===== src/clock_enabler.sv =====
module clock_enabler #(
    parameter int CLK_HZ    = 50_000_000,
    parameter int TARGET_HZ = 1000
) (
    input  logic clk,
    input  logic rst,
    output logic en
);

    // at or above clk rate every cycle fires
    localparam int STEP  = (TARGET_HZ >= CLK_HZ) ? CLK_HZ : TARGET_HZ;
    localparam int ACC_W = $clog2(2 * CLK_HZ + 1);

    logic [ACC_W-1:0] acc;
    logic [ACC_W-1:0] acc_next;

    assign acc_next = acc + ACC_W'(STEP);

    always_ff @(posedge clk) begin
        if (rst) begin
            acc <= '0;
            en  <= 1'b0;
        end else if (acc_next >= ACC_W'(CLK_HZ)) begin
            acc <= acc_next - ACC_W'(CLK_HZ);
            en  <= 1'b1;
        end else begin
            acc <= acc_next;
            en  <= 1'b0;
        end
    end

    if (CLK_HZ >= 2 * TARGET_HZ) begin : g_en_check
        assert property (@(posedge clk) disable iff (rst) en |=> !en);
    end

endmodule


===== config.mk =====
export PLATFORM = sky130hd
export DESIGN_NAME = clock_enabler
export DESIGN_NICKNAME = d
export VERILOG_FILES = /design/src/clock_enabler.sv
export SDC_FILE = /design/constraint.sdc
export NUM_CORES = 1
export LEC_CHECK = 0
export BUFFER_PORTS_ARGS = -buffer_cell sky130_fd_sc_hd__buf_4
export CORE_MARGIN = 3
export CORE_UTILIZATION = 25
export DETAILED_ROUTE_END_ITERATION = 12
export SLEW_MARGIN = 10
export SYNTH_ARGS = -nofsm -noshare
export SYNTH_HDL_FRONTEND = slang
export SYNTH_SLANG_ARGS = --single-unit

===== constraint.sdc =====
create_clock -name clk -period 3.85 [get_ports clk]
set_input_delay 1.155 -clock clk [delete_from_list [all_inputs] [get_ports clk]]
set_output_delay 1.155 -clock clk [all_outputs]
set_load 0.02 [all_outputs]

==> results.cfg <==
[finish]
fin_nets = 232
n_antenna_cell = 0
drive_above_1_share_pct = 11.1
area_growth_pct = 6.27
fin_area_sq_um = 2040

[placement]
dp.final_hpwl_um = 3150
placed_cell_area_sq_um = 1990
gp_congestion = 0.803
port-buffer-count = 2

[synthesis]
synth_edf_count = 0
synth_top_area_share_pct = 26.1
synthesis.area_sq_um = 1920
syn-num-nets = 237
async_flop_share_pct = 0
synth_top_area_cell = dfxtp_1
syn-instance-count = 231
ys_ff_latch = 25
avgSynthCellArea_sq_um = 8.29
synth_area_leaders = dfxtp_1 26%, xnor2_1 7.3%, a21oi_1 4.4%
yosys_most_used_dff = dfxtp_1
yosysUniqueCellTypes = 60
yosysWarnings = 0
ys_seq_area_share_pct = 26.1

[clock_tree]
cts_tree = done
clock_path_buffers = 2
cts.sinks = 25
cts.repair.resized = 0
htreeDepth = 1
cts_buffers = 3
clk_pin_slew_ns = 0.09
cts_root_buffer = clkbuf_8
clk_latency_ns = 0.27
hold_buffers = 0
cts_setup_buffers = 0

[timing]
min_period_over_period_pct = 82.1
setup_viol = 0
tightest_slew_ns = 0.720
finalCriticalPeriod_ns = 3.16
setup_tns_ns = 0
max_slew_margin_pct = 51.6
rsz0062_at_grt = false
fin_skew_ns = 0.00681
finalMaxSlewViolations = 0
finalHoldViolations = 0
fmax_ghz = 0.316

[floorplanning]
io_pins = 3
initial_core_util_pct = 26.1
rows = 31
die_h_um = 93.5
fp.dieW_um = 93.5
dieArea_sq_um = 8750
coreArea_sq_um = 7330

[grt]
grt_usage_pct = 10.5
grt_pass1_wl_um = 7390
grt_pass1_vias = 1524
antenna_found_initial = 0
grt_max_degree = 26
overflow = 0

[routing]
vias = 1659
dr.pass1.iters = 4
wl_per_cell_um = 13.4
remaining_drc_errors = 0
viasPerCell = 5.12
routed_wl_um = 4350
drt_iter0_drc = 66
postRouteAntennaNets = 0

[worst_setup_path]
crit_type = reg2reg
critPathArrivalTime_ns = 3.36
cp.required_ns = 4.05
endpoint_kind = register
path_cells = ha_1 -> nor3_1 -> xnor2_1 -> ha_1 -> o211ai_1 -> a311oi_1 -> o32ai_2 -> a31o_4 -> and3_1 -> nor3_1
max_stage_delay_ns = 0.51
critPathLaunchType = register
slowest_stage = ha_1
critPathMaxFanout = 25

[min_path]
hold_class = reg2reg

[power]
p_leak_nw = 0.670
power_per_cell_area_nw_per_um2 = 359
total_power_mw = 0.730
ir_drop_mv = 0.271

[run]
maxCapViolations = 0

[run_status]
status = finished clean
[worst max-delay path, delay by kind of cell, from the launching register on]
kind | cells | cell delay [ns]
AOI/OAI and AO/OA | 4 | 1.01
adders and majority gates | 2 | 0.78
DFF | 1 | 0.46
and+or+nand+nor | 3 | 0.45
xor gates and xnor gates | 1 | 0.37
[routing by layer]
layer	routed length, um	up-vias	global-route usage, %
met2	1960	24	16.2
met1	2120	780	14.5
met3	151	11	1.29
met5	0	-	0
li1	-	844	-
met4	121	0	4.69
[per-stage QoR]
stage | setup slack [ns] | hold WS [ns] | utilization (%) | std cells
after floorplan | 1.01 | 0.473 | - | 231
after global placement | 0.758 | 0.498 | 27.1 | 320
after detailed placement | 0.699 | 0.507 | 27.1 | 320
after CTS | 0.678 | 0.529 | 27.8 | 324
after global routing | 0.365 | 0.559 | 27.8 | 324
final | 0.688 | 0.529 | 27.8 | 324
[sequential cells by signal, summed over array words and instances (netlist names)]
| name | cells |
|---|---|
| en | 1 |
| acc | 24 |
[power breakdown]
part	leakage, nW	internal (mW)	switching (mW)	total [mW]
clock network	0.0255	0.0726	0.0908	0.163
registers	0.204	0.283	0.0500	0.333
logic	0.440	0.0908	0.142	0.233
[final timing paths]
check | end | start | slack [ns] | cells after the start
worst max register to register | acc[12] | acc[3] | 0.69 | 10
worst min register to register | acc[3] | acc[3] | 0.53 | 1
worst max-delay path | acc[12] | acc[3] | 0.69 | 10
worst min-delay path | acc[3] | acc[3] | 0.53 | 1
[cell usage in the layout (no fill, tap or decap), types with 3 or more instances in the layout]
cell type | netlist | routed
dfxtp_1 | 25 | 25
a21oi_1 | 17 | 17
xnor2_1 | 16 | 16
nand2_1 | 15 | 15
nor2_1 | 14 | 14
nor3_1 | 12 | 12
and3_1 | 8 | 8
nand4_1 | 7 | 7
xor2_1 | 7 | 7
nand3_1 | 7 | 7
nor3b_1 | 6 | 6
inv_1 | 5 | 5
and4_1 | 4 | 4
and2_1 | 4 | 4
nand2b_1 | 4 | 4
ha_1 | 4 | 4
a2111oi_0 | 3 | 3
nor2b_1 | 3 | 3
o21ai_0 | 3 | 3
or3_1 | 3 | 3
a31oi_1 | 3 | 3
a31o_1 | 3 | 3
clkbuf_8 | 0 | 3
buf_4 | 0 | 3
[cell families (layout without fill, tap and decap cells)]
kind of cell,Yosys count,count (layout),share of synthesized area [%]
AOI/OAI and AO/OA,53,53,20.5
and+or+nand+nor,105,105,33.6
muxes,2,2,1.05
adders and majority gates,4,4,2.61
xor gates and xnor gates,24,24,11.4
buffers and inverters,18,12,4.77
DFF,25,25,26.1
[cells in the mapped netlist (3+ instances only)]
library cell  count
and4_1            4
a31oi_1           3
nor3_1           12
inv_1             5
o21ai_0           3
a21oi_1          17
or3_1             3
and3_1            8
ha_1              4
nor2_1           14
dfxtp_1          25
nor2b_1           3
and2_1            4
xor2_1            7
nor3b_1           6
a2111oi_0         3
buf_2             7
a31o_1            3
nand3_1           7
xnor2_1          16
clkbuf_1          4
nand4_1           7
nand2b_1          4
nand2_1          15
[area by class of cell]
type	instances	area (sq um)
repair buffers	3	22.5
inverters	5	18.8
flip-flops and latches	25	500
well taps	99	124
clock buffers	3	41.3
clock inverters	1	5.00
fillers	783	5300
multi-input cells	188	1320
Power figures use the tool's default switching activity.
