## src/motor.sv

```systemverilog
module motor #(
    parameter int DELAY_MS = 3
) (
    input  logic clk,
    input  logic rst,
    input  logic ms_tick,
    input  logic usel,
    input  logic motor_n,
    input  logic sel_mounted,
    input  logic sel_readonly,
    output logic motor_run,
    output logic ready_n,
    output logic wprot_n
);

    localparam int CNT_W = $clog2(DELAY_MS + 1);

    logic [CNT_W-1:0] spin_cnt [2];
    logic [1:0]       run;

    // motor line acts on the selected unit only
    always_ff @(posedge clk) begin
        if (rst) begin
            spin_cnt <= '{default: '0};
            run      <= '0;
        end else if (motor_n) begin
            spin_cnt[usel] <= '0;
            run[usel]      <= 1'b0;
        end else if (ms_tick && !run[usel]) begin
            if (spin_cnt[usel] == CNT_W'(DELAY_MS)) begin
                run[usel] <= 1'b1;  // up to speed
            end else begin
                spin_cnt[usel] <= spin_cnt[usel] + 1'b1;
            end
        end
    end

    assign motor_run = run[usel];
    assign ready_n   = !(motor_run && sel_mounted);
    assign wprot_n   = !sel_readonly;

    // ready only after a full spin-up
    assert property (@(posedge clk) disable iff (rst)
        !ready_n |-> (spin_cnt[usel] == CNT_W'(DELAY_MS)));

endmodule

```

## config.mk

```make
export PLATFORM = sky130hd
export DESIGN_NAME = motor
export DESIGN_NICKNAME = d
export VERILOG_FILES = /design/src/motor.sv
export SDC_FILE = /design/constraint.sdc
export NUM_CORES = 1
export LEC_CHECK = 0
export BUFFER_PORTS_ARGS = -buffer_cell sky130_fd_sc_hd__buf_2
export CELL_PAD_IN_SITES_DETAIL_PLACEMENT = 0
export CELL_PAD_IN_SITES_GLOBAL_PLACEMENT = 1
export CORE_AREA = 3 3 40 42
export DETAILED_ROUTE_END_ITERATION = 7
export DIE_AREA = 0 0 43 45
export PLACE_DENSITY_LB_ADDON = 0.1
export SETUP_SLACK_MARGIN = 0.05
export SLEW_MARGIN = 20
export SYNTH_ARGS = -nofsm -noshare
export SYNTH_HDL_FRONTEND = slang
export SYNTH_SLANG_ARGS = --single-unit
```

## constraint.sdc

```tcl
create_clock -name clk -period 1.5 [get_ports clk]
set_input_delay 0.3 -clock clk [delete_from_list [all_inputs] [get_ports clk]]
set_output_delay 0.3 -clock clk [all_outputs]
set_load 0.01 [all_outputs]
```

==> metrics.md <==
| Metric | Value |
|---|---|
| Peak VDD IR | 0.639 mV |
| Die X | 43 um |
| Final Cycle Share | 92.5% |
| Routed via count | 306 |
| Final worst path period need | 1390 ps |
| CTS clk-pin slew, worst paths | 40 ps |
| Power density cells | 793 nW/um^2 |
| Hold Path Depth | 2 |
| Row count | 13 |
| Syn avg cell area | 10.4 sq um |
| Gpl congestion | 0.731 |
| First-pass GRT wire length | 1240 um |
| R2R depth | 4 |
| Net Count, Synth | 40 |
| Clock skew | 3.12 ps |
| PortBufs | 9 |
| Proportion of layout cells with a drive suffix above 1 | 46.7% |
| Starting density of the core | 26.0% |
| Fin. max-slew vios | 0 |
| Gr usage total | 8.84% |
| CTS Buffer Depth | 2 |
| Most used cell, CP | buf_2 |
| Achievable Freq | 0.721 GHz |
| Worst-margin pin slew | 311 ps |
| Outcome | complete, no violations |
| Final Util | 34.9% |
| CP peak stage delay | 340 ps |
| Ant. Diodes | 0 |
| Later-pin clock latency in the skew report | 240 ps |
| CP Capture Type | output pin |
| Crit-path cells | buf_2 -> buf_6 -> mux2_2 -> nand2_1 -> buf_2 |
| HPWL Detailed | 596 um |
| Initial antenna violation count | 0 |
| Core Area | 1280 sq um |
| Gates resized, CTS repair | 0 |
| Worst hold path type | in -> reg |
| Critical path peak fanout | 8 |
| Startpoint Class | input pin |
| Leak pwr | 0.000194 uW |
| Area of the multi-input gates | 211 sq um |
| # nets final | 55 |
| Setup-failing EPs final | 0 |
| Via/cell ratio | 5.10 |
| Setup bufs post-CTS | 0 |
| Critical path type | in -> out |
| H-Tree Level Count | 1 |
| Critical-path top delay cell | mux2_2 |
| Worst Path Arrival | 1090 ps |
| Sequential Area | 120 sq um |
| Post-CTS Hold Buffers | 0 |
| Synth Register Bits | 6 |
| Largest net degree at the start of global routing | 9 |
| Worst min-delay path startpoint | rst |
| Final WL | 718 um |
| CTS root buf | clkbuf_4 |
| Relative slew slack | 79.2% |
| Area delta synth->final | 34.1% |
| Vias in the first global route | 284 |
| Mapped Area | 334 sq um |
| Sink Count | 6 |
| Required @ worst endpoint | 1200 ps |
| Final Hold Fails | 0 |
| Iteration-0 DRC Markers | 3 |
| Worst reg2reg setup slack | 130 ps |
| Crit path max-delay family | buffers and inverters |
| Initial DRT Pass Iterations | 5 |
| Synth Warn # | 0 |
| DRC violations left | 0 |
| Final ANT Viol Nets | 0 |
| Reg2reg start | spin_cnt[0]$_SDFFE_PP0P_ |
| RSZ-0062 raised after global routing | no |
| CP Buf/Inv Count | 3 |
| Netlist cell types | 17 |
| Synthesized instance count | 32 |
| GRT overflow | 0 |
| Cts bufs inserted | 3 |
| Filler cell count in the final layout | 134 |
| Die H | 45 um |
| Routed len/inst | 12.0 um |
| Die area | 1940 sq um |
| CTS tree | done |
| # Max-Cap Violations | 0 |
| Worst Hold Slack | 333 ps |
| R2r endpoint | spin_cnt[3]$_SDFFE_PP0P_ |
| Sequential element share of the synthesized area | 36.0% |
| Total I/O pin count | 10 |
[cell usage after synthesis (all sizes together)]
master | instances | area (sq um)
a32o | 2 | 20.0
a21o | 1 | 7.51
a31oi | 3 | 18.8
nor2 | 2 | 10.0
nor3 | 3 | 15.0
a311oi | 1 | 15.0
dfxtp | 6 | 120
and2b | 1 | 7.51
nand2 | 1 | 3.75
mux2 | 3 | 33.8
buf | 1 | 11.3
a22o | 2 | 17.5
nor2b | 1 | 6.26
inv | 3 | 11.3
ha | 1 | 12.5
nor4b | 1 | 23.8
[layout make-up]
class                           count  area share (%)
Multi-Input combinational cell     22            47.2
Sequential cell                     6            26.8
Timing Repair Buffer               11            14.2
Clock buffer                        3            5.03
Tap cell                           15            4.19
Inverter                            3            2.51
[how the worst max path moves through the flow]
stage / from / endpoint / slack (ps) / cells past startpoint
finish: usel / ready_n / 110 / 5
CTS: usel / ready_n / 80 / 5
floorplan: usel / spin_cnt[1]$_SDFFE_PP0P_ / 50 / 5
detailed placement: usel / spin_cnt[3]$_SDFFE_PP0P_ / -50 / 5
global route: spin_cnt[2]$_SDFFE_PP0P_ / spin_cnt[1]$_SDFFE_PP0P_ / 60 / 4
global placement: usel / spin_cnt[3]$_SDFFE_PP0P_ / -30 / 5
[placed cells by master (no fill, tap or decap), drive strengths merged, types with 2 or more instances in the layout]
cell type  synthesis  layout
a31oi              3       3
buf                1      11
a32o               2       2
a22o               2       2
inv                3       3
clkbuf             0       3
mux2               3       3
dfxtp              6       6
nor3               3       3
nor2               2       2
[worst reg2reg max path, cell delays in order, from the launching register on]
cell	delay [ps]
dfxtp_1	320
mux2_4	270
ha_4	170
nor4b_4	330
a32o_1	210
[stage by stage]
| stage | instance area [sq um] | power [uW] | instances | worst slack (ps) | TNS (ps) |
|---|---|---|---|---|---|
| 4_1_cts | 444 | 362 | 60 | 75.9 | 0 |
| 3_3_place_gp | 422 | 217 | 57 | -27.1 | -39.9 |
| 3_5_place_dp | 422 | 217 | 57 | -50.4 | -109 |
| 5_1_grt | 448 | 378 | 60 | 57.1 | 0 |
| 2_1_floorplan | 363 | 201 | 32 | 46.1 | 0 |
| 6_report | 448 | 355 | 60 | 112 | 0 |
[power by group]
part | internal (uW) | leakage (uW) | switching [uW]
sequential | 163 | 0.0000485 | 2.23
clock | 89.9 | 0.0000138 | 49.6
combinational | 25.0 | 0.000132 | 25.4
total | 278 | 0.000194 | 77.2
[metal layers]
layer	share of wire, %	up-vias	global-route usage [%]
met2	46	12	13.8
met1	43	144	10.7
met3	12	0	6.37
met4	0	0	0
met5	0	-	0
li1	-	150	-
[kinds of logic after synthesis]
group / synth area share [%]
adder cells (fa/ha/maj): 3.74
AND/OR/NAND/NOR: 19.8
buffers and inverters: 6.74
AO/OA/AOI/OAI: 23.6
multiplexers: 10.1
flip-flops: 36.0
Power figures use the tool's default switching activity.
