`config.mk`:
```
export PLATFORM = sky130hd
export DESIGN_NAME = drive_config
export DESIGN_NICKNAME = d
export VERILOG_FILES = /design/src/fdd_pkg.sv /design/src/drive_config.sv
export SDC_FILE = /design/constraint.sdc
export NUM_CORES = 1
export LEC_CHECK = 0
export BUFFER_PORTS_ARGS = -buffer_cell sky130_fd_sc_hd__buf_2
export CELL_PAD_IN_SITES_DETAIL_PLACEMENT = 0
export CELL_PAD_IN_SITES_GLOBAL_PLACEMENT = 1
export CORE_ASPECT_RATIO = 0.8
export CORE_MARGIN = 4
export CORE_UTILIZATION = 30
export DETAILED_ROUTE_END_ITERATION = 7
export PLACE_DENSITY_LB_ADDON = 0.1
export RECOVER_POWER = 25
export SLEW_MARGIN = 10
export SYNTH_ARGS = -nofsm -noshare
export SYNTH_HDL_FRONTEND = slang
export SYNTH_SLANG_ARGS = --single-unit
```
`constraint.sdc`:
```
create_clock -name clk -period 2.3 [get_ports clk]
set_input_delay 0.345 -clock clk [delete_from_list [all_inputs] [get_ports clk]]
set_output_delay 0.345 -clock clk [all_outputs]
set_load 0.02 [all_outputs]
```
`src/fdd_pkg.sv`:
```
package fdd_pkg;

    localparam int MAX_TRACK_BYTES = 8192;
    localparam int BUF_AW          = 13;
    localparam int TRACK_W         = 7;
    localparam int LBA_W           = 16;
    localparam int SECTOR_BYTES    = 128;  // one block, sector_size 0
    localparam int STEP_MS         = 3;    // head settle window
    localparam int INDEX_MS        = 2;

    typedef enum logic {ENC_FM, ENC_MFM} enc_e;
    typedef enum logic {DENS_250, DENS_500} dens_e;   // kbit/s
    typedef enum logic {RPM_300, RPM_360} speed_e;

    typedef struct packed {
        enc_e       mfm;
        logic       sides;        // 1 = double sided
        dens_e      density;
        speed_e     speed;
        logic [5:0] sectors;      // per track
        logic [1:0] sector_size;  // 128 << code
    } unit_cfg_t;

    // raw bytes in one track of one side
    function automatic logic [16:0] track_bytes(unit_cfg_t cfg);
        return 17'(cfg.sectors) << ($clog2(SECTOR_BYTES) + cfg.sector_size);
    endfunction

endpackage

```
`src/drive_config.sv`:
```
module drive_config (
    input  logic               clk,
    input  logic               rst,
    input  logic               cfg_we,
    input  logic               cfg_unit,
    input  fdd_pkg::unit_cfg_t cfg_data,
    input  logic               usel,
    input  logic               img_mounted [2],
    input  logic               img_readonly [2],
    output fdd_pkg::unit_cfg_t sel_cfg,
    output logic               sel_mounted,
    output logic               sel_readonly,
    output logic               unit_changed
);
    import fdd_pkg::*;

    unit_cfg_t cfg_q [2];
    logic      mounted_q [2];
    logic      readonly_q [2];
    logic      usel_q;

    always_ff @(posedge clk) begin
        if (rst) begin
            cfg_q      <= '{default: '0};
            mounted_q  <= '{default: 1'b0};
            readonly_q <= '{default: 1'b0};
            usel_q     <= 1'b0;
        end else begin
            if (cfg_we) begin
                cfg_q[cfg_unit] <= cfg_data;
            end
            mounted_q  <= img_mounted;   // image levels from the host side
            readonly_q <= img_readonly;
            usel_q     <= usel;
        end
    end

    // selection by usel, no extra cycle
    assign sel_cfg      = cfg_q[usel];
    assign sel_mounted  = mounted_q[usel];
    assign sel_readonly = readonly_q[usel];
    assign unit_changed = (usel != usel_q);  // one cycle after a switch

endmodule

```
==> impl_metrics.py <==
metrics = {
    "floorplanning": {
        "start_util": 0.318,
        "io-pin-count": 36,
        "die_x_um": 83.4,
        "core_um2": 4280,
        "rows": 21,
        "fp.dieH_um": 68.3,
        "die_area_um2": 5700,
    },
    "run": {
        "max_cap_viol_count": 0,
    },
    "finish": {
        "syn_to_final_growth_pct": 21.2,
        "drive_gt1_frac": 0.369,
        "nets": 177,
        "layout_commonest_cell": "nand2b_1",
        "insertedDiodeCount": 0,
        "layout_common_cells": "nand2b_1, buf_2, dfxtp_1, mux2i_1, mux2_4",
    },
    "sta": {
        "tightest_slew_ns": 1.29,
        "min_period_over_period": 0.716,
        "fin_skew_ns": 0,
        "fmax_mhz": 608,
        "hold_viol_final": 0,
        "rsz0062_at_grt": "no",
        "post-route-min-period_ns": 1.65,
        "relSlewSlack": 0.139,
        "final_max_slew_viol_count": 0,
        "setup_tns_ns": 0,
        "finalSetupViolCount": 0,
    },
    "routing": {
        "drcViolationCount": 0,
        "wl_mm": 2.57,
        "num_vias": 930,
        "drt-pass1-iter-count": 4,
        "drtIter0Drc": 43,
        "wl_per_cell_um": 12.0,
        "routed_via_density": 4.35,
        "ant_nets": 0,
    },
    "synthesis": {
        "synthAdderAreaFrac": 0,
        "ys.warnings.count": 0,
        "yosys.area_share.simple": 0.206,
        "synth_area_per_cell_um2": 11.2,
        "synthMuxAreaShare": 0.314,
        "seq_area_frac_synth": 0.426,
        "synth_xor_area_frac": 0.00642,
        "synth_top_family_by_area": "multiplexers",
        "synth_compound_area_frac": 0,
        "netlist_area_um2": 1360,
        "synth_cell_types": 15,
        "netlist_instances": 122,
        "ys_ff_latch": 29,
        "syn-num-nets": 143,
    },
    "critical_path": {
        "crit_fanout": 16,
        "crit_path_frequent_cell": "buf_2",
        "crit_chain": "buf_2 > mux2_2 > buf_2",
        "crit_type": "in -> out",
        "cpMaxStageDelayCell": "buf_2",
        "cp-start-kind": "input pin",
        "cp-end-kind": "output pin",
        "crit_family": "buffers and inverters",
        "critPathMaxStageDelay_ns": 0.40,
        "cp_data_arrival_time_ns": 1.30,
        "cp.required_ns": 1.96,
        "path_buf_inv": 2,
    },
    "pwr": {
        "p_leak_uw": 0.000775,
        "power_uw": 1140,
        "ir_drop_uv": 325,
        "powerDensity_nw_per_um2": 691,
    },
    "place": {
        "place_congestion": 0.658,
        "hpwl_mm": 1.87,
        "io_buffers": 35,
    },
    "grt": {
        "gr-usage-all-layers": 0.0995,
        "overflow": 0,
        "grt_pass1_wl_mm": 4.33,
        "grt_start_max_net_pins": 42,
        "grt_pass1_vias": 973,
        "antenna_found_initial": 0,
    },
    "cts": {
        "postCtsSetupRepairBufs": 0,
        "clkTransAtPathRegs_ns": 0.06,
        "clock-sinks": 29,
        "clk_path_buf_depth": 2,
        "tritoncts": "yes",
        "htree_levels": 2,
        "cts_hold_buf": 0,
        "cts-root-buf": "clkbuf_8",
        "post_cts_resized": 0,
        "cts_made_buffers": 5,
        "clkLatencyLatePin_ns": 0.27,
    },
    "min_path": {
        "hp-class": "in -> reg",
    },
    "outcome": {
        "status": "completed",
    },
}
[worst register-to-register path, cell delays in order, from the launching register on]
cell and delay (ns):
dfxtp_1 0.33, nand2b_1 0.06, mux2i_1 0.14
[per-layer routing]
metal,vias up,routed length (µm),GRT usage
met4,0,46,0.0490
met3,7,249,0.0505
met2,30,1140,0.163
met5,-,0,0
li1,467,-,-
met1,426,1140,0.109
[final timing paths]
check                       start             to  slack (ns)  cells past startpoint
setup / recovery             usel     sel_cfg[2]        0.65                      3
hold / removal    img_readonly[1]  readonly_q[1]        0.28                      2
setup reg to reg         cfg_q[2]       cfg_q[2]        1.69                      2
hold reg to reg         cfg_q[23]      cfg_q[23]        0.47                      2
[power breakdown]
group | internal [µW] | total, µW | switching [µW]
Combinational | 77.2 | 154 | 76.5
Clock | 270 | 449 | 179
Sequential | 529 | 540 | 11.6
Total | 876 | 1140 | 267
[final cells by class]
class / count / area (µm²)
Clock buffer: 7 / 96.3
Clock inverter: 1 / 5.00
Fill cell: 442 / 2630
Multi-Input combinational cell: 84 / 718
Sequential cell: 29 / 581
Tap cell: 57 / 71.3
Timing Repair Buffer: 36 / 181
[Yosys cell counts]
cell / instances / share of area
dfxtp_1: 29 / 0.43
mux2_2: 6 / 0.050
mux2i_1: 24 / 0.18
and2_1: 1 / 0.0046
nor2b_1: 5 / 0.023
buf_6: 1 / 0.0083
buf_12: 1 / 0.015
nand2b_1: 37 / 0.17
buf_4: 1 / 0.0055
mux2_4: 8 / 0.088
buf_2: 3 / 0.011
nand2_1: 1 / 0.0027
xor2_1: 1 / 0.0064
clkbuf_1: 3 / 0.0083
nor2b_2: 1 / 0.0064
[stage by stage]
| stage | setup slack (ns) | utilization | cell area [µm²] | instances | hold WS (ns) |
|---|---|---|---|---|---|
| 3_5_place_dp | 0.637 | 0.363 | 1550 | 206 | 0.466 |
| 3_3_place_gp | 0.648 | 0.363 | 1550 | 206 | 0.455 |
| 2_1_floorplan | 0.988 | - | 1360 | 122 | 0.445 |
| 4_1_cts | 0.638 | 0.386 | 1650 | 214 | 0.275 |
| 6_report | 0.654 | 0.386 | 1650 | 214 | 0.279 |
| 5_1_grt | 0.565 | 0.386 | 1650 | 214 | 0.288 |
[flip-flops by register name, summed over array words and instances, names as in the netlist]
| register | flops |
|---|---|
| usel_q | 1 |
| readonly_q | 2 |
| mounted_q | 2 |
| cfg_q | 24 |
[cells by family (layout without fill, tap and decap cells)]
family | Yosys count | after routing
and+or+nand+nor | 45 | 45
muxes | 38 | 38
buffers and inverters | 9 | 44
DFF | 29 | 29
xor gates and xnor gates | 1 | 1
Note: power is estimated with default switching activity, not from simulation.
