[src/fdd_pkg.sv]
package fdd_pkg;

    localparam int MAX_TRACK_BYTES = 8192;
    localparam int BUF_AW          = 13;
    localparam int TRACK_W         = 7;
    localparam int LBA_W           = 16;
    localparam int SECTOR_BYTES    = 128;  // one block, sector_size 0
    localparam int STEP_MS         = 3;    // head settle window
    localparam int INDEX_MS        = 2;

    typedef enum logic {ENC_FM, ENC_MFM} enc_e;
    typedef enum logic {DENS_250, DENS_500} dens_e;   // kbit/s
    typedef enum logic {RPM_300, RPM_360} speed_e;

    typedef struct packed {
        enc_e       mfm;
        logic       sides;        // 1 = double sided
        dens_e      density;
        speed_e     speed;
        logic [5:0] sectors;      // per track
        logic [1:0] sector_size;  // 128 << code
    } unit_cfg_t;

    // raw bytes in one track of one side
    function automatic logic [16:0] track_bytes(unit_cfg_t cfg);
        return 17'(cfg.sectors) << ($clog2(SECTOR_BYTES) + cfg.sector_size);
    endfunction

endpackage

[src/track_buf_if.sv]
interface track_buf_if;
    import fdd_pkg::*;

    logic [BUF_AW-1:0]  buf_addr;
    logic [7:0]         buf_q;        // one cycle after buf_addr
    logic               track_ready;
    logic [TRACK_W-1:0] track;
    logic               side;

    modport loader (
        input  buf_addr,
        output buf_q,
        output track_ready,
        output track,
        output side
    );

    modport reader (
        output buf_addr,
        input  buf_q,
        input  track_ready,
        input  track,
        input  side
    );

endinterface

[src/track.sv]
module track #(
    parameter int TRACKS = 80
) (
    input  logic                      clk,
    input  logic                      rst,
    input  logic                      ms_tick,
    input  logic                      usel,
    input  logic                      step_n,
    input  logic                      sdir_n,
    input  logic                      side_n,
    input  logic                      ready_n,
    input  logic                      unit_changed,
    input  fdd_pkg::unit_cfg_t        sel_cfg,
    input  logic                      bd_ack,
    input  logic [7:0]                bd_data,
    input  logic                      bd_data_valid,
    output logic                      track0_n,
    output logic                      bd_rd,
    output logic [fdd_pkg::LBA_W-1:0] bd_lba,
    output logic                      bd_unit,
    track_buf_if.loader               tb
);
    import fdd_pkg::*;

    typedef enum logic [1:0] {IDLE, REQ, FILL, READY} state_e;

    localparam int BUSY_W = $clog2(STEP_MS + 1);

    state_e             state;
    logic [7:0]         mem [MAX_TRACK_BYTES];
    logic [TRACK_W-1:0] head [2];
    logic [TRACK_W-1:0] cur_track;
    logic [TRACK_W-1:0] track_q;
    logic [BUSY_W-1:0]  busy_cnt;
    logic               step_q;
    logic               step_go;
    logic               side;
    logic               side_q;
    logic               ready_q;
    logic               reload;
    logic [BUF_AW:0]    fill_cnt;
    logic [16:0]        track_len;
    logic [16:0]        lba_full;
    logic [7:0]         trk_idx;
    logic [8:0]         blk_per_trk;

    assign cur_track = head[usel];
    assign side      = !side_n;
    assign track0_n  = (cur_track != '0);
    assign step_go   = step_q && !step_n && (busy_cnt == '0);  // falling edge, not busy

    assign tb.track = cur_track;
    assign tb.side  = side;

    assign track_len   = track_bytes(sel_cfg);
    assign trk_idx     = (8'(cur_track) << sel_cfg.sides) + 8'(side);
    assign blk_per_trk = 9'(sel_cfg.sectors) << sel_cfg.sector_size;
    assign lba_full    = 17'(trk_idx) * 17'(blk_per_trk);

    assign reload = unit_changed || (cur_track != track_q) || (side != side_q) ||
                    (ready_q && !ready_n);

    always_ff @(posedge clk) begin
        if (rst) begin
            head     <= '{default: '0};
            step_q   <= 1'b1;
            busy_cnt <= '0;
        end else begin
            step_q <= step_n;
            if (step_go) begin
                busy_cnt <= BUSY_W'(STEP_MS);
                if (!sdir_n) begin
                    if (cur_track != TRACK_W'(TRACKS - 1)) head[usel] <= cur_track + 1'b1;
                end else if (cur_track != '0) begin
                    head[usel] <= cur_track - 1'b1;
                end
            end else if (ms_tick && busy_cnt != '0) begin
                busy_cnt <= busy_cnt - 1'b1;
            end
        end
    end

    // load fsm, any head or unit change restarts the read
    always_ff @(posedge clk) begin
        if (rst) begin
            state          <= IDLE;
            bd_rd          <= 1'b0;
            tb.track_ready <= 1'b0;
            fill_cnt       <= '0;
            track_q        <= '0;
            side_q         <= 1'b0;
            ready_q        <= 1'b1;
        end else begin
            track_q <= cur_track;
            side_q  <= side;
            ready_q <= ready_n;
            if (reload) begin
                state          <= REQ;
                bd_rd          <= 1'b1;
                tb.track_ready <= 1'b0;
                fill_cnt       <= '0;
                bd_lba         <= lba_full[LBA_W-1:0];
                bd_unit        <= usel;
            end else begin
                case (state)
                    REQ: if (bd_ack) begin
                        bd_rd          <= 1'b0;
                        state          <= (track_len == '0) ? READY : FILL;
                        tb.track_ready <= (track_len == '0);
                    end
                    FILL: if (bd_data_valid) begin
                        fill_cnt <= fill_cnt + 1'b1;
                        if (17'(fill_cnt) + 17'd1 == track_len) begin
                            state          <= READY;
                            tb.track_ready <= 1'b1;  // last byte stored
                        end
                    end
                    default: ;
                endcase
            end
        end
    end

    // track buffer ram
    always_ff @(posedge clk) begin
        if (state == FILL && bd_data_valid) begin
            mem[fill_cnt[BUF_AW-1:0]] <= bd_data;
        end
        tb.buf_q <= mem[tb.buf_addr];
    end

    assert property (@(posedge clk) disable iff (rst)
        (state == FILL && bd_data_valid) |-> (fill_cnt < MAX_TRACK_BYTES));

endmodule

[src/transmit.sv]
module transmit (
    input  logic               clk,
    input  logic               rst,
    input  logic               rpm300_en,
    input  logic               rpm360_en,
    input  logic               ms_tick,
    input  logic               cell500_en,
    input  logic               cell1000_en,
    input  logic               motor_run,
    input  fdd_pkg::unit_cfg_t sel_cfg,
    output logic               index_n,
    output logic               read_data_n,
    track_buf_if.reader        tb
);
    import fdd_pkg::*;

    localparam int IDX_W = $clog2(INDEX_MS + 1);

    logic               rev_en;
    logic               cell_en;
    logic               rev_start;
    logic [IDX_W-1:0]   idx_cnt;
    logic [16:0]        track_len;
    logic [BUF_AW-1:0]  next_addr;
    logic               active;
    logic               loaded;
    logic [1:0]         prime;      // ram read latency
    logic [7:0]         sh;
    logic [2:0]         bit_idx;
    logic               cell_ph;    // 0 clock cell, 1 data cell
    logic               prev_bit;
    logic               cell_one;
    logic [TRACK_W-1:0] cur_track;
    logic               cur_side;
    logic               stale;

    assign rev_en    = (sel_cfg.speed == RPM_360) ? rpm360_en : rpm300_en;
    assign cell_en   = (sel_cfg.density == DENS_500) ? cell1000_en : cell500_en;
    assign rev_start = rev_en && motor_run;  // one per revolution
    assign track_len = track_bytes(sel_cfg);
    assign next_addr = (17'(tb.buf_addr) + 17'd1 >= track_len) ? '0 : tb.buf_addr + 1'b1;
    assign stale     = active && ((tb.track != cur_track) || (tb.side != cur_side));

    always_ff @(posedge clk) begin
        if (rst) begin
            idx_cnt <= '0;
        end else if (rev_start) begin
            idx_cnt <= IDX_W'(INDEX_MS);
        end else if (ms_tick && idx_cnt != '0) begin
            idx_cnt <= idx_cnt - 1'b1;
        end
    end

    assign index_n = (idx_cnt == '0);

    // mfm clock bit only between two zeros
    always_comb begin
        if (!cell_ph) begin
            cell_one = (sel_cfg.mfm == ENC_MFM) ? (!prev_bit && !sh[7]) : 1'b1;
        end else begin
            cell_one = sh[7];
        end
    end

    always_ff @(posedge clk) begin
        if (rst) begin
            active      <= 1'b0;
            loaded      <= 1'b0;
            prime       <= '0;
            tb.buf_addr <= '0;
            bit_idx     <= '0;
            cell_ph     <= 1'b0;
            prev_bit    <= 1'b0;
            read_data_n <= 1'b1;
        end else begin
            read_data_n <= 1'b1;
            if (!motor_run || !tb.track_ready || stale) begin
                active <= 1'b0;
                loaded <= 1'b0;
                prime  <= '0;
            end else if (rev_start) begin
                active      <= 1'b1;
                loaded      <= 1'b0;
                prime       <= 2'd2;
                tb.buf_addr <= '0;
                prev_bit    <= 1'b0;
                cur_track   <= tb.track;
                cur_side    <= tb.side;
            end else if (prime != '0) begin
                prime <= prime - 1'b1;
                if (prime == 2'd1) begin
                    sh          <= tb.buf_q;   // byte 0
                    loaded      <= 1'b1;
                    bit_idx     <= 3'd7;
                    cell_ph     <= 1'b0;
                    tb.buf_addr <= next_addr;
                end
            end else if (loaded && cell_en) begin
                read_data_n <= !cell_one;
                cell_ph     <= !cell_ph;
                if (cell_ph) begin
                    prev_bit <= sh[7];
                    sh       <= sh << 1;
                    bit_idx  <= bit_idx - 1'b1;
                    if (bit_idx == '0) begin
                        sh          <= tb.buf_q;
                        tb.buf_addr <= next_addr;  // wraps at track end
                    end
                end
            end
        end
    end

endmodule
[src/flat_wrapper.sv]
// flat-port wrapper written by rule: the top's interface ports become plain ports
module transmit_flat import fdd_pkg::*;
  (clk, rst, rpm300_en, rpm360_en, ms_tick, cell500_en, cell1000_en, motor_run, sel_cfg, index_n, read_data_n, tb_buf_addr, tb_buf_q, tb_track_ready, tb_track, tb_side);
  track_buf_if tb_i ();
  input  logic clk;
  input  logic rst;
  input  logic rpm300_en;
  input  logic rpm360_en;
  input  logic ms_tick;
  input  logic cell500_en;
  input  logic cell1000_en;
  input  logic motor_run;
  input  fdd_pkg::unit_cfg_t sel_cfg;
  output logic index_n;
  output logic read_data_n;
  output wire logic [$bits(tb_i.buf_addr)-1:0] tb_buf_addr;
  input wire logic [$bits(tb_i.buf_q)-1:0] tb_buf_q;
  input wire logic [$bits(tb_i.track_ready)-1:0] tb_track_ready;
  input wire logic [$bits(tb_i.track)-1:0] tb_track;
  input wire logic [$bits(tb_i.side)-1:0] tb_side;
  assign tb_buf_addr = tb_i.buf_addr;
  assign tb_i.buf_q = tb_buf_q;
  assign tb_i.track_ready = tb_track_ready;
  assign tb_i.track = tb_track;
  assign tb_i.side = tb_side;
  transmit u_core (.clk(clk), .rst(rst), .rpm300_en(rpm300_en), .rpm360_en(rpm360_en), .ms_tick(ms_tick), .cell500_en(cell500_en), .cell1000_en(cell1000_en), .motor_run(motor_run), .sel_cfg(sel_cfg), .index_n(index_n), .read_data_n(read_data_n), .tb(tb_i));
endmodule
[config.mk]
export PLATFORM = sky130hd
export DESIGN_NAME = transmit_flat
export DESIGN_NICKNAME = d
export VERILOG_FILES = /design/src/fdd_pkg.sv /design/src/track_buf_if.sv /design/src/track.sv /design/src/transmit.sv /design/src/flat_wrapper.sv
export SDC_FILE = /design/constraint.sdc
export NUM_CORES = 1
export LEC_CHECK = 0
export ABC_CLOCK_PERIOD_IN_PS = 8400
export BUFFER_PORTS_ARGS = -buffer_cell sky130_fd_sc_hd__buf_2
export CAP_MARGIN = 10
export CORE_ASPECT_RATIO = 1.1
export CORE_UTILIZATION = 50
export DETAILED_ROUTE_END_ITERATION = 10
export PLACE_DENSITY = 0.77
export SLEW_MARGIN = 40
export SYNTH_ARGS = -nofsm -noshare
export SYNTH_HDL_FRONTEND = slang
export SYNTH_SLANG_ARGS = --single-unit
export TNS_END_PERCENT = 10
[constraint.sdc]
create_clock -name clk -period 8.4 [get_ports clk]
set_input_delay 0.42 -clock clk [delete_from_list [all_inputs] [get_ports clk]]
set_output_delay 0.42 -clock clk [all_outputs]
set_load 0.03 [all_outputs]
==> key figures <==
Synthesis
  • Synth area leaders: dfxtp_1, edfxtp_1, ha_1
  • Count of flip-flops with a built-in enable after synthesis: 16
  • Top cell type's share of synthesized area: 19.3%
  • Cell count after synthesis: 260
  • Synth Warn #: 0
  • Syn_area_per_cell: between 9 and 10 sq um
  • Async SR Flop Fraction: 0%
  • Largest family of logic cells by synthesized area: simple AND/OR/NAND/NOR gates
  • Synthesis-stage register bit count: 41
  • Synth Flop Type: dfxtp_1
  • Mux contribution to synthesized area: slightly above 7%
  • Yosys cell types: just under 60
  • Synth cell count leaders: dfxtp_1, nand2_1, ha_1
  • Most frequent cell after synthesis: dfxtp_1
  • Post-synthesis xor/xnor area fraction: under 10%
  • Compound-Gate Fraction of Synth Area: a little under a fifth
  • Synthesized area: 2590 sq um
  • Post-synthesis sequential area ratio: a little under two fifths
  • Syn nets: between 300 and 400
  • Simple-gate share of the synthesized area: 18.6%
  • Cell taking the most area after synthesis: dfxtp_1
  • Adder-cell share of the synthesized area: slightly above 8%

Clock network
  • Clk buf depth: 2
  • Clock transition at path regs: 0.09 ns
  • H-Tree Depth: 2
  • Post-CTS Setup Bufs: 0
  • # hold bufs at CTS: 0
  • Cts bufs inserted: 5
  • Post_cts resized: 0
  • Clock tree sinks: 41
  • Skew-Pair Late Insertion Delay: about 0.29 ns
  • CTS tree: yes
  • CTS Root Cell: clkbuf_8

Detailed routing
  • # DRC: 6
  • Routed Antenna Nets: 0
  • WL/cell: 14.2 um
  • DR vias/cell: 5.62
  • Vias: between 2000 and 2500
  • Routed WL: just over 5 mm
  • First drt pass iteration count: 7
  • Iter 0 DRT Violations: 83

Setup path
  • Critical path class: flop to flop
  • RR Startpoint: u_core.tb.buf_addr[0]
  • CP delay by family, top: simple AND/OR/NAND/NOR gates
  • Worst setup SP type: flop
  • CP Launch Point: u_core.tb.buf_addr[0]
  • CP Cell Sequence: ha_1, and4_1, nand3_1, inv_1, nand3_1, xnor2_1, ha_1, nand4_1, nor4_1, a2bb2oi_1, a31oi_4, nor2_2, a221o_2
  • Critical Path Max Stage Delay: roughly 0.48 ns
  • Worst-path fanout max: 9
  • Worst Path Buf+Inv: 1
  • Req. time, crit path: ~8.6 ns
  • CP Capture Type: flop
  • Master of the slowest instance on the critical path: dfxtp_1
  • Arrival time at the worst endpoint: between 3 and 4 ns

Global routing
  • Grt total ovfl: 0
  • Largest net degree at the start of global routing: 18
  • Initial antenna violation count: 0
  • First-pass GRT wire length: around 8.6 mm
  • Vias in the first global route: between 1500 and 2000
  • Total GRT Usage: between 15 and 20%

Power and ir drop
  • PD cells: ~140 nW/um^2
  • Pleak: roughly 1.3 nW
  • VDD IR max: between 0.05 and 0.06 mV

Placement
  • HPWL after DPL: about 3.8 mm
  • IO Port Bufs: 50
  • GP Congestion: around 0.77
  • DP Area: 2850 sq um

Timing
  • Final Hold Fails: 0
  • RSZ-0062 raised after global routing: false
  • Final worst path period share: between 40% and 50%
  • Rel. slew slack: 52.2%
  • Worst slew pin tran: 0.715 ns
  • Final Critical Period: between 3 and 4 ns
  • Post-Route Setup TNS: 0 ns
  • Max Clk Rate: just under 0.3 GHz
  • Hold_ws: 0.324 ns
  • Setup Skew: around 0.010 ns
  • Final Max Tran Viols: 0
  • Endpoints failing setup: 0

Floorplanning
  • Num rows: 27
  • Initial Util: roughly half
  • Die Area: 5470 sq um
  • Die height: a little under 80 um
  • Die Wd: approximately 71 um
  • Io pins: 52
  • Core Footprint: 5000 sq um

Finish
  • Fillcell total: between 400 and 500
  • # diodes: 0
  • # nets final: 360
  • Fraction of layout cells with a size suffix above 1: 30.6%
  • Post-route cell area: 2950 sq um
  • P&R area growth vs syn: 13.9%

Job
  • Max-cap viol count: 0

Min path
  • Startpoint of the worst hold path: tb_track[3]
  • HP Class: input port to flop

Run status
  • Result of the run: complete, but fails checks
  • Violated checks: design-rule violations
## power by group
| part | internal (mW) | switching (mW) | total (mW) | leakage (nW) |
|---|---|---|---|---|
| Clock | 0.0667 | 0.0712 | 0.138 | 0.0512 |
| Sequential | 0.208 | 0.00143 | 0.210 | 0.346 |
| Combinational | 0.0250 | 0.0331 | 0.0581 | 0.861 |
## layout by cell type, fill, tap and decap left out, types with 4 or more instances in the layout
cell type and count:
mux2_2 9, nand4_1 7, o21ai_0 9, inv_1 9, nand3_1 13, nand2_1 20, buf_2 50, ha_1 17
clkbuf_8 6, edfxtp_1 16, xnor2_1 16, nor3_1 6, mux2i_1 7, dfxtp_1 25, a22o_2 8, nor2b_1 4
a21oi_1 14, nor2_1 16
## stage by stage
stage / utilization [%] / setup WS [ns] / instances / power (mW)
6_report: 59.0 / 5.02 / 365 / 0.406
2_1_floorplan: - / 4.96 / 260 / 0.255
3_5_place_dp: 57.1 / 4.95 / 357 / 0.272
4_1_cts: 59.0 / 5.10 / 365 / 0.407
3_3_place_gp: 57.0 / 4.96 / 357 / 0.270
5_1_grt: 59.0 / 4.83 / 365 / 0.422
## metal layers
metal | global-route usage [%] | vias up | part of all wire, %
met1 | 25.2 | 954 | 46
met4 | 6.20 | 0 | 1.1
met3 | 4.29 | 6 | 3.3
met2 | 32.5 | 41 | 50
li1 | - | 1051 | -
met5 | 0 | - | 0
## layout make-up
| class | instances | area (sq um) | share of cell area (%) |
|---|---|---|---|
| tap | 58 | 72.6 | 2.46 |
| timing repair buffer | 50 | 250 | 8.49 |
| inverter | 9 | 33.8 | 1.15 |
| sequential | 41 | 981 | 33.3 |
| clock buffer | 6 | 82.6 | 2.80 |
| clock inverter | 2 | 13.8 | 0.467 |
| multi-input combinational | 199 | 1520 | 51.4 |
## worst paths after layout
check,end,slack (ns),cells past startpoint
hold / removal,u_core.cur_track[3],0.32,1
hold reg to reg,u_core.prev_bit,0.49,2
setup / recovery,u_core.tb.buf_addr[2],5.02,13
setup reg to reg,u_core.tb.buf_addr[2],5.02,13
## cells by family after synthesis
| group | Yosys count |
|---|---|
| AO/OA/AOI/OAI | 58 |
| buffers and inverters | 20 |
| adder cells (fa/ha/maj) | 17 |
| XOR/XNOR | 18 |
| flip-flops | 41 |
| multiplexers | 17 |
| AND/OR/NAND/NOR | 88 |
| other | 1 |
## worst reg2reg max path, delay by kind of cell (launching register included)
family	cells	cell delay [ns]
compound gates	3	0.73
xor+xnor	1	0.16
simple gates	6	1.21
buf+inv	1	0.08
fa+ha+maj	2	0.62
flops	1	0.48
## registers in the layout, summed over array words and instances (netlist names), 2 cells and up
register and flops:
u_core.bit_idx 3, u_core.tb.buf_addr 13, u_core.sh 8, u_core.prime 2, u_core.idx_cnt 2, u_core.cur_track 7
No activity file was read; power rests on OpenSTA's default activity.
